File: src/verilog/memLink_consts.svh
`ifndef MEMLINK_CONSTS_SVH
`define MEMLINK_CONSTS_SVH

// Data word carried by one packet
`define MEMLINK_WORD_WIDTH 36

// 1024-word shared RAM
`define MEMLINK_ADDR_WIDTH 10

// Word plus a 2-bit tag on each half
`define MEMLINK_PACKET_WIDTH (`MEMLINK_WORD_WIDTH + 4)

// Links sharing the RAM
`define MEMLINK_NUM_PORTS 2

// Queue depth per port in the arbiter, also initial credits
`define MEMLINK_CREDITS 2

// Tag pairs for first and second half
`define MEMLINK_TAG_HI 2'b01
`define MEMLINK_TAG_LO 2'b10

`endif

File: src/verilog/memPkg.sv
`default_nettype none

`include "memLink_consts.svh"

package memPkg;

    typedef logic [`MEMLINK_ADDR_WIDTH-1:0] addr_t;
    typedef logic [`MEMLINK_WORD_WIDTH-1:0] word_t;

    // One RAM access per accepted strobe
    // Read always happens, write only with wrEn
    typedef struct packed {
        addr_t rdAddr;
        logic  wrEn;
        addr_t wrAddr;
        word_t wrData;
    } memReq_t;

    // Registered read result
    typedef struct packed {
        word_t rdData;
    } memResp_t;

endpackage

`default_nettype wire

File: src/verilog/linkPkg.sv
`default_nettype none

`include "memLink_consts.svh"

package linkPkg;

    // Data bits in one half, after its tag
    localparam int HalfWidth = `MEMLINK_PACKET_WIDTH / 2 - 2;

    // One half of a packet, tag in the top two bits
    typedef struct packed {
        logic [1:0]           tag;
        logic [HalfWidth-1:0] data;
    } half_t;

    // First half sits in the upper bits
    typedef struct packed {
        half_t first;
        half_t second;
    } packet_t;

endpackage

`default_nettype wire

File: src/verilog/linkMemPort.sv
`default_nettype none

`include "memLink_consts.svh"

module linkMemPort (
    input  wire                    clk,
    input  wire                    reset,
    input  wire                    restart,
    input  wire                    dataReady,
    input  wire linkPkg::packet_t  inPacket,
    output linkPkg::packet_t       outPacket,
    output logic                   outValid,
    output logic                   inPacketIsValid,
    output logic                   overflow,
    output logic                   reqValid,
    output memPkg::memReq_t        req,
    input  wire                    creditReturn,
    input  wire                    respValid,
    input  wire memPkg::memResp_t  resp
);

    localparam int CreditWidth = $clog2(`MEMLINK_CREDITS + 1);
    localparam int HalfWidth = linkPkg::HalfWidth;

    typedef enum logic [1:0] {
        GetReadAddr,
        GetWriteAddr,
        Streaming
    } state_t;

    state_t                 state;
    memPkg::word_t          inWord;
    memPkg::addr_t          inAddr;
    memPkg::addr_t          readAddr;
    memPkg::addr_t          writeAddr;
    logic [CreditWidth-1:0] credits;
    logic                   accept;
    logic                   drop;
    memPkg::memReq_t        nextReq;
    linkPkg::packet_t       respPacket;

    // Tag check, both pairs must match
    assign inPacketIsValid = (inPacket.first.tag == `MEMLINK_TAG_HI) &&
                             (inPacket.second.tag == `MEMLINK_TAG_LO);

    // Strip tags and rejoin the halves
    assign inWord = {inPacket.first.data, inPacket.second.data};
    assign inAddr = inWord[`MEMLINK_ADDR_WIDTH-1:0];

    // Restart wins over a strobe in the same cycle
    assign accept = dataReady && !restart && (credits != '0);
    // No credit left, strobe is lost
    assign drop = dataReady && !restart && (credits == '0);

    // Request for the current strobe
    always_comb begin
        nextReq = '0;
        nextReq.wrAddr = writeAddr;
        nextReq.wrData = inWord;
        unique case (state)
            GetReadAddr: begin
                // First read comes straight from the packet
                nextReq.rdAddr = inAddr;
            end
            GetWriteAddr: begin
                nextReq.rdAddr = readAddr;
            end
            default: begin
                nextReq.rdAddr = readAddr;
                // Invalid packets only read
                nextReq.wrEn = inPacketIsValid;
            end
        endcase
    end

    // Sequencer state
    always_ff @(posedge clk or posedge reset) begin
        if (reset) begin
            state <= GetReadAddr;
        end else if (restart) begin
            state <= GetReadAddr;
        end else if (accept) begin
            unique case (state)
                GetReadAddr:  state <= GetWriteAddr;
                GetWriteAddr: state <= Streaming;
                default:      state <= Streaming;
            endcase
        end
    end

    // Address counters and request payload
    always_ff @(posedge clk) begin
        if (accept) begin
            req <= nextReq;
            unique case (state)
                GetReadAddr: begin
                    readAddr <= inAddr + 1'b1;
                end
                GetWriteAddr: begin
                    readAddr <= readAddr + 1'b1;
                    writeAddr <= inAddr;
                end
                default: begin
                    readAddr <= readAddr + 1'b1;
                    // Advances even past an invalid packet
                    writeAddr <= writeAddr + 1'b1;
                end
            endcase
        end
    end

    // Credits, request strobe and sticky overflow
    always_ff @(posedge clk or posedge reset) begin
        if (reset) begin
            credits <= CreditWidth'(`MEMLINK_CREDITS);
            reqValid <= 1'b0;
            overflow <= 1'b0;
        end else begin
            reqValid <= accept;
            credits <= credits - CreditWidth'(accept) + CreditWidth'(creditReturn);
            if (restart) begin
                overflow <= 1'b0;
            end else if (drop) begin
                overflow <= 1'b1;
            end
        end
    end

    // Re-tag the returned word
    assign respPacket = {
        `MEMLINK_TAG_HI, resp.rdData[`MEMLINK_WORD_WIDTH-1:HalfWidth],
        `MEMLINK_TAG_LO, resp.rdData[HalfWidth-1:0]
    };

    // Output packet holds until the next response
    always_ff @(posedge clk or posedge reset) begin
        if (reset) begin
            outValid <= 1'b0;
            outPacket <= '0;
        end else begin
            outValid <= respValid;
            if (respValid) begin
                outPacket <= respPacket;
            end
        end
    end

endmodule

`default_nettype wire

File: config.mk
export PLATFORM = sky130hd
export DESIGN_NAME = linkMemPort
export DESIGN_NICKNAME = d
export VERILOG_FILES = /design/src/verilog/memPkg.sv /design/src/verilog/linkPkg.sv /design/src/verilog/linkMemPort.sv
export VERILOG_INCLUDE_DIRS = /design/src /design/src/verilog
export SDC_FILE = /design/constraint.sdc
export NUM_CORES = 1
export LEC_CHECK = 0
export BUFFER_PORTS_ARGS = -buffer_cell sky130_fd_sc_hd__buf_4
export CAP_MARGIN = 15
export CORE_MARGIN = 4
export CORE_UTILIZATION = 25
export DETAILED_ROUTE_END_ITERATION = 8
export SYNTH_ARGS = -nofsm -noshare
export SYNTH_HDL_FRONTEND = slang
export SYNTH_SLANG_ARGS = --single-unit
export TNS_END_PERCENT = 1
File: constraint.sdc
create_clock -name clk -period 5.39 [get_ports clk]
set_clock_uncertainty 0.2 [all_clocks]
set_input_delay 0.539 -clock clk [delete_from_list [all_inputs] [get_ports clk]]
set_output_delay 0.539 -clock clk [all_outputs]
set_load 0.02 [all_outputs]
# After elaboration in Yosys (flattened, before gate mapping)
# Index checks and enable logic that the tools add are counted.
dict set report word_totals {
  ff_bits 121
}
dict set report classes {
  n_addsub 5
  n_eq_ne 3
  mux 8
  bitwise_logic 1
  reduce_logical 12
}
# operator count
set ops {}
lappend ops {{adder 10 x 1 -> 10 bit (second input constant)} 3}
lappend ops {{two-way mux 10 bit} 2}
lappend ops {{one-hot mux 10 bit (2 select lines)} 1}
lappend ops {{two-way mux 2 bit} 3}
lappend ops {{nonzero test 2 bit} 3}
lappend ops {{== test 2 x 1 -> 1 bit (second input constant)} 2}
lappend ops {{logical AND 1 bit} 4}
lappend ops {{logical NOT 2 bit} 2}
lappend ops {{adder 2 x 1 -> 2 bit} 1}
lappend ops {{== test 2 bit (second input constant)} 1}
lappend ops {{two-way mux 1 bit} 2}
lappend ops {{AND reduction 2 bit} 1}
lappend ops {{OR reduction 2 bit} 1}
lappend ops {{subtractor 2 x 1 -> 2 bit} 1}
lappend ops {{logical NOT 1 bit} 1}
lappend ops {{NOT 1 bit} 1}

# Longest topological paths before layout
# Gate-level depths: netlist of run 1.
dict set report depth {
  word_depth 5
  depth_mapped 7
  mapped_depth_nobuf 7
}

# Worst setup path after synthesis of run 1
# Ideal clock, no wire load.
dict set report synth_timing {
  path_kind {register -> register}
  from {register credits[1]}
  to {register credits[1]}
  setup_time_ps 75
  t_arrival_ps 4642
  t_required_ps 5115
  slack_ps 472
  stages_incl_launch_ff 8
  n_path_buf 0
  period_less_slack_ps 4918
  cell_sequence {dfstp_2 -> o21ai_0 -> nor2_1 -> ha_1 -> inv_1 -> ha_1 -> xnor2_1 -> xnor2_1}
}
dict set report synth_between {
  elab_chain_cells 4
}
# element line
set synth_lines {}
lappend synth_lines {{start, declared} linkMemPort.sv:36} ;# logic [CreditWidth-1:0] credits;
lappend synth_lines {{start signal, assigned} linkMemPort.sv:115} ;# credits <= CreditWidth'(`MEMLINK_CREDITS);
lappend synth_lines {{start signal, assigned} linkMemPort.sv:120} ;# credits <= credits - CreditWidth'(accept) + CreditWidth'(creditReturn);
lappend synth_lines {{nonzero test 2 bit} linkMemPort.sv:51} ;# assign accept = dataReady && !restart && (credits != '0);
lappend synth_lines {{logical AND 1 bit} linkMemPort.sv:51}
lappend synth_lines {{named net accept} linkMemPort.sv:37} ;# logic accept;
lappend synth_lines {{subtractor 2 x 1 -> 2 bit} linkMemPort.sv:120}
lappend synth_lines {{adder 2 x 1 -> 2 bit} linkMemPort.sv:120}
# The timed path passes the listed nets, and every way through them passes these cells.
# A chain may end at the register's enable or synchronous reset.

# Worst setup path after layout of run 1
dict set report layout_timing {
  from {register credits[1]}
  to {register req[23] (netlist bit) (enable)}
}
dict set report layout_between {
  elab_chain_cells 2
}
# element line
set layout_lines {}
lappend layout_lines {{nonzero test 2 bit} linkMemPort.sv:51}
lappend layout_lines {{logical AND 1 bit} linkMemPort.sv:51}
lappend layout_lines {{named net accept} linkMemPort.sv:37}
lappend layout_lines {{end signal, assigned} linkMemPort.sv:94} ;# req <= nextReq;
lappend layout_lines {{end, declared} linkMemPort.sv:16} ;# output memPkg::memReq_t req,
# The timed path passes the listed nets, and every way through them passes these cells.

==> results.py, run 1 <==
metrics = {
    "status": {
        "status": "completed",
    },
    "timing": {
        "hold_ws_ps": 106,
        "finalCritPeriodShare_pct": 48.8,
        "relSlewSlack_pct": 36.6,
        "finalSetupViolations": 0,
        "rsz0062_at_grt": "false",
        "hold_viol": 0,
        "slew_violations": 0,
        "finalCriticalPeriod_ps": 2630,
        "final.setup.tns_ps": 0,
        "max_freq_mhz": 381,
        "tightest_slew_ps": 951,
    },
    "placement": {
        "gp_congestion": 0.790,
        "place_hpwl_mm": 7.80,
        "io_buffers": 180,
    },
    "synth": {
        "synth_ff_type": "edfxtp_1",
        "async_flop_share_pct": 36.4,
        "ys_types": 38,
        "yosysTopAreaCell": "edfxtp_1",
        "synth_edf_count": 77,
        "postSynthCellCount": 274,
        "ys_ff_latch": 121,
        "yosys_warnings": 0,
        "seq_area_frac_synth_pct": 73.9,
        "postSynthAreaPerCell_um2": 16.9,
        "yosys-top-cells-area": "edfxtp_1 50%, dfrtp_1 23%, mux2_2 10%",
        "yosysTopAreaCellShare_pct": 50.1,
        "synth_area_mm2": 0.00462,
    },
    "power_and_ir_drop": {
        "clkPwrFrac_pct": 42.1,
        "power_density_mw_per_mm2": 431,
        "ir_worst_vdd_uv": 205,
        "p_seq_share_pct": 40.4,
        "combPwrFrac_pct": 17.5,
        "p_switching_mw": 0.762,
        "p_leak_nw": 2.84,
        "p_int_mw": 2.20,
        "netSwitchingFraction_pct": 25.8,
    },
    "worst_setup_path": {
        "cp_max_fo": 39,
        "arrival_ps": 2480,
        "crit_path_start_kind": "register",
        "worst-path-buf-inv": 1,
        "cp-end-kind": "register",
        "cpPeakStageDelay_ps": 720,
        "cp_cell_sequence": "o21ai_0, nor2_4, buf_4",
        "cpMaxStageDelayCell": "nor2_4",
        "worstPathRequired_ps": 5240,
        "critPathKind": "reg2reg",
        "cpLargestDelayFamily": "simple AND/OR/NAND/NOR gates",
    },
    "detailed_routing": {
        "drt_iter0_drc": 81,
        "ant_nets": 0,
        "drc": 0,
        "drtPass1Iterations": 4,
        "routed_wl_mm": 10.7,
        "via_per_inst": 4.18,
        "via_count": 2953,
        "drt-wirelength-per-cell_um": 15.2,
    },
    "cells_and_area": {
        "nNetsFinal": 550,
        "final_cell_mix": "183 x buf_4, 77 x edfxtp_1, 43 x mux2_2, 43 x dfrtp_1, 19 x nand2_1",
        "final_common_cell": "buf_4",
        "drive_gt1_share_pct": 55.9,
        "nFillCells": 1719,
        "area_delta_synth_final_pct": 48.5,
        "insertedDiodeCount": 0,
    },
    "clocking": {
        "clk_path_buf_depth": 2,
        "clk_latency_ps": 410,
        "path_clk_slew_ps": 60,
        "cts_resized": 0,
        "cts_htree_levels": 4,
        "numCtsBuffers": 17,
        "cts_setup_buffers": 0,
        "cts_tree": "done",
        "cts_root_buf": "clkbuf_16",
        "hold_buffers": 0,
        "cts_sinks": 121,
    },
    "grt": {
        "antenna_found_initial": 0,
        "grt_usage_pct": 10.4,
        "grt_overflow": 0,
        "grt_pass1_vias": 3183,
        "grt_max_degree": 45,
        "grt_pass1_wl_mm": 16.3,
    },
    "floorplan": {
        "fp.dieH_um": 144,
        "die_width_um": 144,
        "num_io_pins": 183,
        "initial_core_util_pct": 25.5,
        "dieArea_mm2": 0.0207,
        "coreArea_mm2": 0.0181,
        "rows": 49,
    },
    "worst_hold_path": {
        "min_path_type": "in2reg",
    },
    "run": {
        "maxCapViolations": 0,
    },
}
worst paths after layout:
kind	startpoint	end	slack, ps	cells after the start
setup / recovery	credits[1]$_DFF_PP1_	req[23]$_DFFE_PP_	2760	3
hold / removal	inPacket[12]	req[12]$_DFFE_PP_	110	1
setup reg to reg	credits[1]$_DFF_PP1_	req[23]$_DFFE_PP_	2760	3
hold reg to reg	writeAddr[9]$_DFFE_PP_	req[45]$_DFFE_PP_	280	0
max in group asynchronous	reset	credits[0]$_DFF_PP0_	4240	2
min in group asynchronous	reset	reqValid$_DFF_PP0_	150	2
through the flow:
stage	worst slack (ps)	power, mW	cells	area, µm²	utilization [%]
floorplan	472	1.52	275	4620	-
global placement	2700	1.73	674	6200	34.3
detailed placement	2630	1.74	674	6200	34.3
CTS	2690	3.00	706	6850	37.9
global route	2540	3.10	707	6860	37.9
finish	2760	2.96	707	6860	37.9
logic make-up (layout without fill, tap and decap cells):
kind of cell             count (synthesis)  after routing  synth area share [%]
other                                    1              2                0.0812
buffers and inverters                   19            222                  2.36
adder cells (fa/ha/maj)                  3              3                 0.813
AND/OR/NAND/NOR                         45             45                  5.04
flip-flops                             121            121                  73.9
AO/OA/AOI/OAI                           22             22                  3.20
XOR/XNOR                                16             16                  3.03
multiplexers                            47             47                  11.5
state kept, by name, indices dropped and copies added (netlist names):
register	flops
writeAddr	10
outPacket	37
readAddr	10
overflow	1
state	2
reqValid	1
req	57
credits	2
outValid	1
layer usage:
metal  GRT usage (%)  routed length, µm  up-vias
met5               0                  0        -
met4            3.42                131        0
met3            6.16               1290       10
met2            15.9               4800      156
met1            12.2               4500     1399
li1                -                  -     1388
area by class of cell:
class	instances	area, µm²	share of cell area, %
clock buffers	18	429	6.26
clock inverters	14	220	3.21
inverters	7	26.3	0.383
multi-input cells	135	1110	16.1
flip-flops and latches	121	3410	49.8
well taps	229	287	4.18
repair buffers	183	1370	20.0
power groups by stage:
stage | clock (mW) | sequential [mW] | combinational, mW
after floorplan | 0 | 1.30 | 0.225
after global placement | 0 | 1.21 | 0.516
after detailed placement | 0 | 1.21 | 0.525
after CTS | 1.28 | 1.20 | 0.525
after global routing | 1.33 | 1.21 | 0.563
final | 1.25 | 1.19 | 0.518
Yosys cell counts, types with 3 or more instances:
cell	instances
edfxtp_1	77
mux2_2	43
nand3_1	3
buf_2	6
a21oi_1	4
inv_1	7
xnor2_1	12
xor2_1	4
ha_1	3
buf_4	4
dfrtp_1	43
a31oi_1	3
nand2_1	19
o21ai_0	9
nor3_1	3
nor2_1	6
No activity file was read; power rests on OpenSTA's default activity.
==> inputs of run 2 (changes only) <==
clock period = 2.4 ns   (was 5.39 ns; I/O delays follow)
==> results.py, run 2 (synthesis gave the netlist of run 1 again) <==
metrics = {
    "worst_setup_path": {
        "cp-end-kind": "register",
        "r2r_end": "state[0]$_DFFE_PP0P_",
        "reg2reg_from": "state[0]$_DFFE_PP0P_",
        "rr_worst_depth": 5,
        "critPathKind": "reg2reg",
        "reg2reg_setup_slack_ps": 280,
        "arrival_ps": 2260,
        "worstPathRequired_ps": 2540,
        "cp_max_fo": 12,
        "crit_path_start_kind": "register",
    },
    "cells_and_area": {
        "reg.largest.list": "req x57, outPacket x37",
        "regMostFlops": "req",
        "drive_gt1_share_pct": 48.7,
        "final-instance-count-excl-fill": 789,
        "nNetsFinal": 631,
        "final_area_mm2": 0.00757,
        "final_util_pct": 41.8,
        "final_cell_mix": "185 x buf_4, 78 x dlygate4sd3_1, 77 x edfxtp_1, 43 x mux2_2, 43 x dfrtp_1",
        "area_delta_synth_final_pct": 63.8,
        "nFillCells": 1621,
        "largest_reg_flops": 57,
        "final_common_cell": "buf_4",
    },
    "detailed_routing": {
        "drc": 0,
        "drtPass1Iterations": 4,
        "via_per_inst": 4.10,
        "ant_nets": 0,
        "via_count": 3231,
        "drt_iter0_drc": 94,
        "routed_wl_mm": 11.5,
        "drt-wirelength-per-cell_um": 14.6,
    },
    "clocking": {
        "cts_htree_levels": 4,
        "cts_root_buf": "clkbuf_16",
        "path_clk_slew_ps": 60,
        "clk_latency_ps": 410,
        "hold_buffers": 78,
        "cts_tree": "done",
        "numCtsBuffers": 17,
        "clk_path_buf_depth": 2,
        "cts_setup_buffers": 0,
        "cts_resized": 0,
        "cts_sinks": 121,
    },
    "timing": {
        "relSlewSlack_pct": 62.3,
        "finalCriticalPeriod_ps": 2120,
        "max_freq_mhz": 473,
        "finalCritPeriodShare_pct": 88.2,
        "finalSetupViolations": 0,
        "final.setup.tns_ps": 0,
        "setup_slack_ps": 284,
        "slew_violations": 0,
        "hold_ws_ps": 194,
        "rsz0062_at_grt": "false",
        "tightest_slew_ps": 566,
        "hold_viol": 0,
    },
    "grt": {
        "grt_pass1_wl_mm": 18.1,
        "antenna_found_initial": 0,
        "grt_usage_pct": 11.4,
        "grt_pass1_vias": 3592,
        "grt_max_degree": 69,
        "grt_overflow": 0,
    },
    "placement": {
        "place_hpwl_mm": 7.65,
        "io_buffers": 180,
        "pre_cts_slack_ps": 272,
        "gp_congestion": 0.778,
        "placedCellCount": 678,
        "placed_cell_area_mm2": 0.00625,
    },
    "power_and_ir_drop": {
        "power_mw": 6.26,
        "clkPwrFrac_pct": 36.1,
        "p_switching_mw": 1.76,
        "power_density_mw_per_mm2": 827,
        "netSwitchingFraction_pct": 28.1,
        "p_seq_share_pct": 43.0,
        "p_leak_nw": 3.13,
        "ir_worst_vdd_uv": 509,
        "p_int_mw": 4.50,
        "combPwrFrac_pct": 20.8,
    },
    "floorplan": {
        "fp.dieH_um": 144,
        "coreArea_mm2": 0.0181,
        "dieArea_mm2": 0.0207,
        "initial_core_util_pct": 25.5,
        "rows": 49,
        "die_width_um": 144,
        "num_io_pins": 183,
    },
    "status": {
        "status": "completed",
    },
    "run": {
        "maxCapViolations": 0,
    },
    "worst_hold_path": {
        "worstHoldPathCells": 4,
        "hold_end": "req[46]$_SDFFCE_PP0P_",
        "min_path_type": "in2reg",
        "holdCritStartpoint": "inPacket[39]",
    },
}
-- run 2: critical path, stage by stage, from the launching register on --
cell and delay [ps]:
dfrtp_1 500, nor2_2 360, buf_4 230, nand2_1 60, a21oi_1 130, dlygate4sd3_1 570
-- run 2: area by class of cell --
type	count	area [µm²]	share of cell area, %
timing repair buffer	264	2190	28.9
inverter	7	26.3	0.347
antenna	2	5.00	0.0661
tap	229	287	3.79
multi-input combinational	135	1120	14.8
clock inverter	14	101	1.34
sequential	121	3410	45.1
clock buffer	17	425	5.62
-- run 2: power by group through the flow --
stage | Combinational (mW) | Clock (mW) | Sequential [mW]
finish | 1.30 | 2.26 | 2.69
floorplan | 0.516 | 0 | 2.92
detailed placement | 1.21 | 0 | 2.73
global placement | 1.18 | 0 | 2.72
global route | 1.42 | 2.44 | 2.73
CTS | 1.32 | 2.34 | 2.69
-- run 2: worst max-delay path by stage --
stage | from | to | cells past startpoint
global placement | state[0]$_DFFE_PP0P_ | readAddr[3]$_DFFE_PP_ | 5
finish | state[0]$_DFFE_PP0P_ | state[0]$_DFFE_PP0P_ | 5
CTS | state[0]$_DFFE_PP0P_ | readAddr[3]$_DFFE_PP_ | 5
detailed placement | state[0]$_DFFE_PP0P_ | readAddr[3]$_DFFE_PP_ | 5
global route | state[1]$_DFFE_PP0P_ | readAddr[3]$_DFFE_PP_ | 5
floorplan | credits[1]$_DFF_PP1_ | credits[1]$_DFF_PP1_ | 7
-- run 2: routing by layer --
layer / track usage, % / vias to the layer above / part of all wire, %
met1: 13.6 / 1520 / 42
met3: 5.26 / 14 / 9.9
li1: - / 1544 / -
met5: 0 / - / 0
met4: 4.81 / 0 / 1.6
met2: 17.8 / 153 / 47
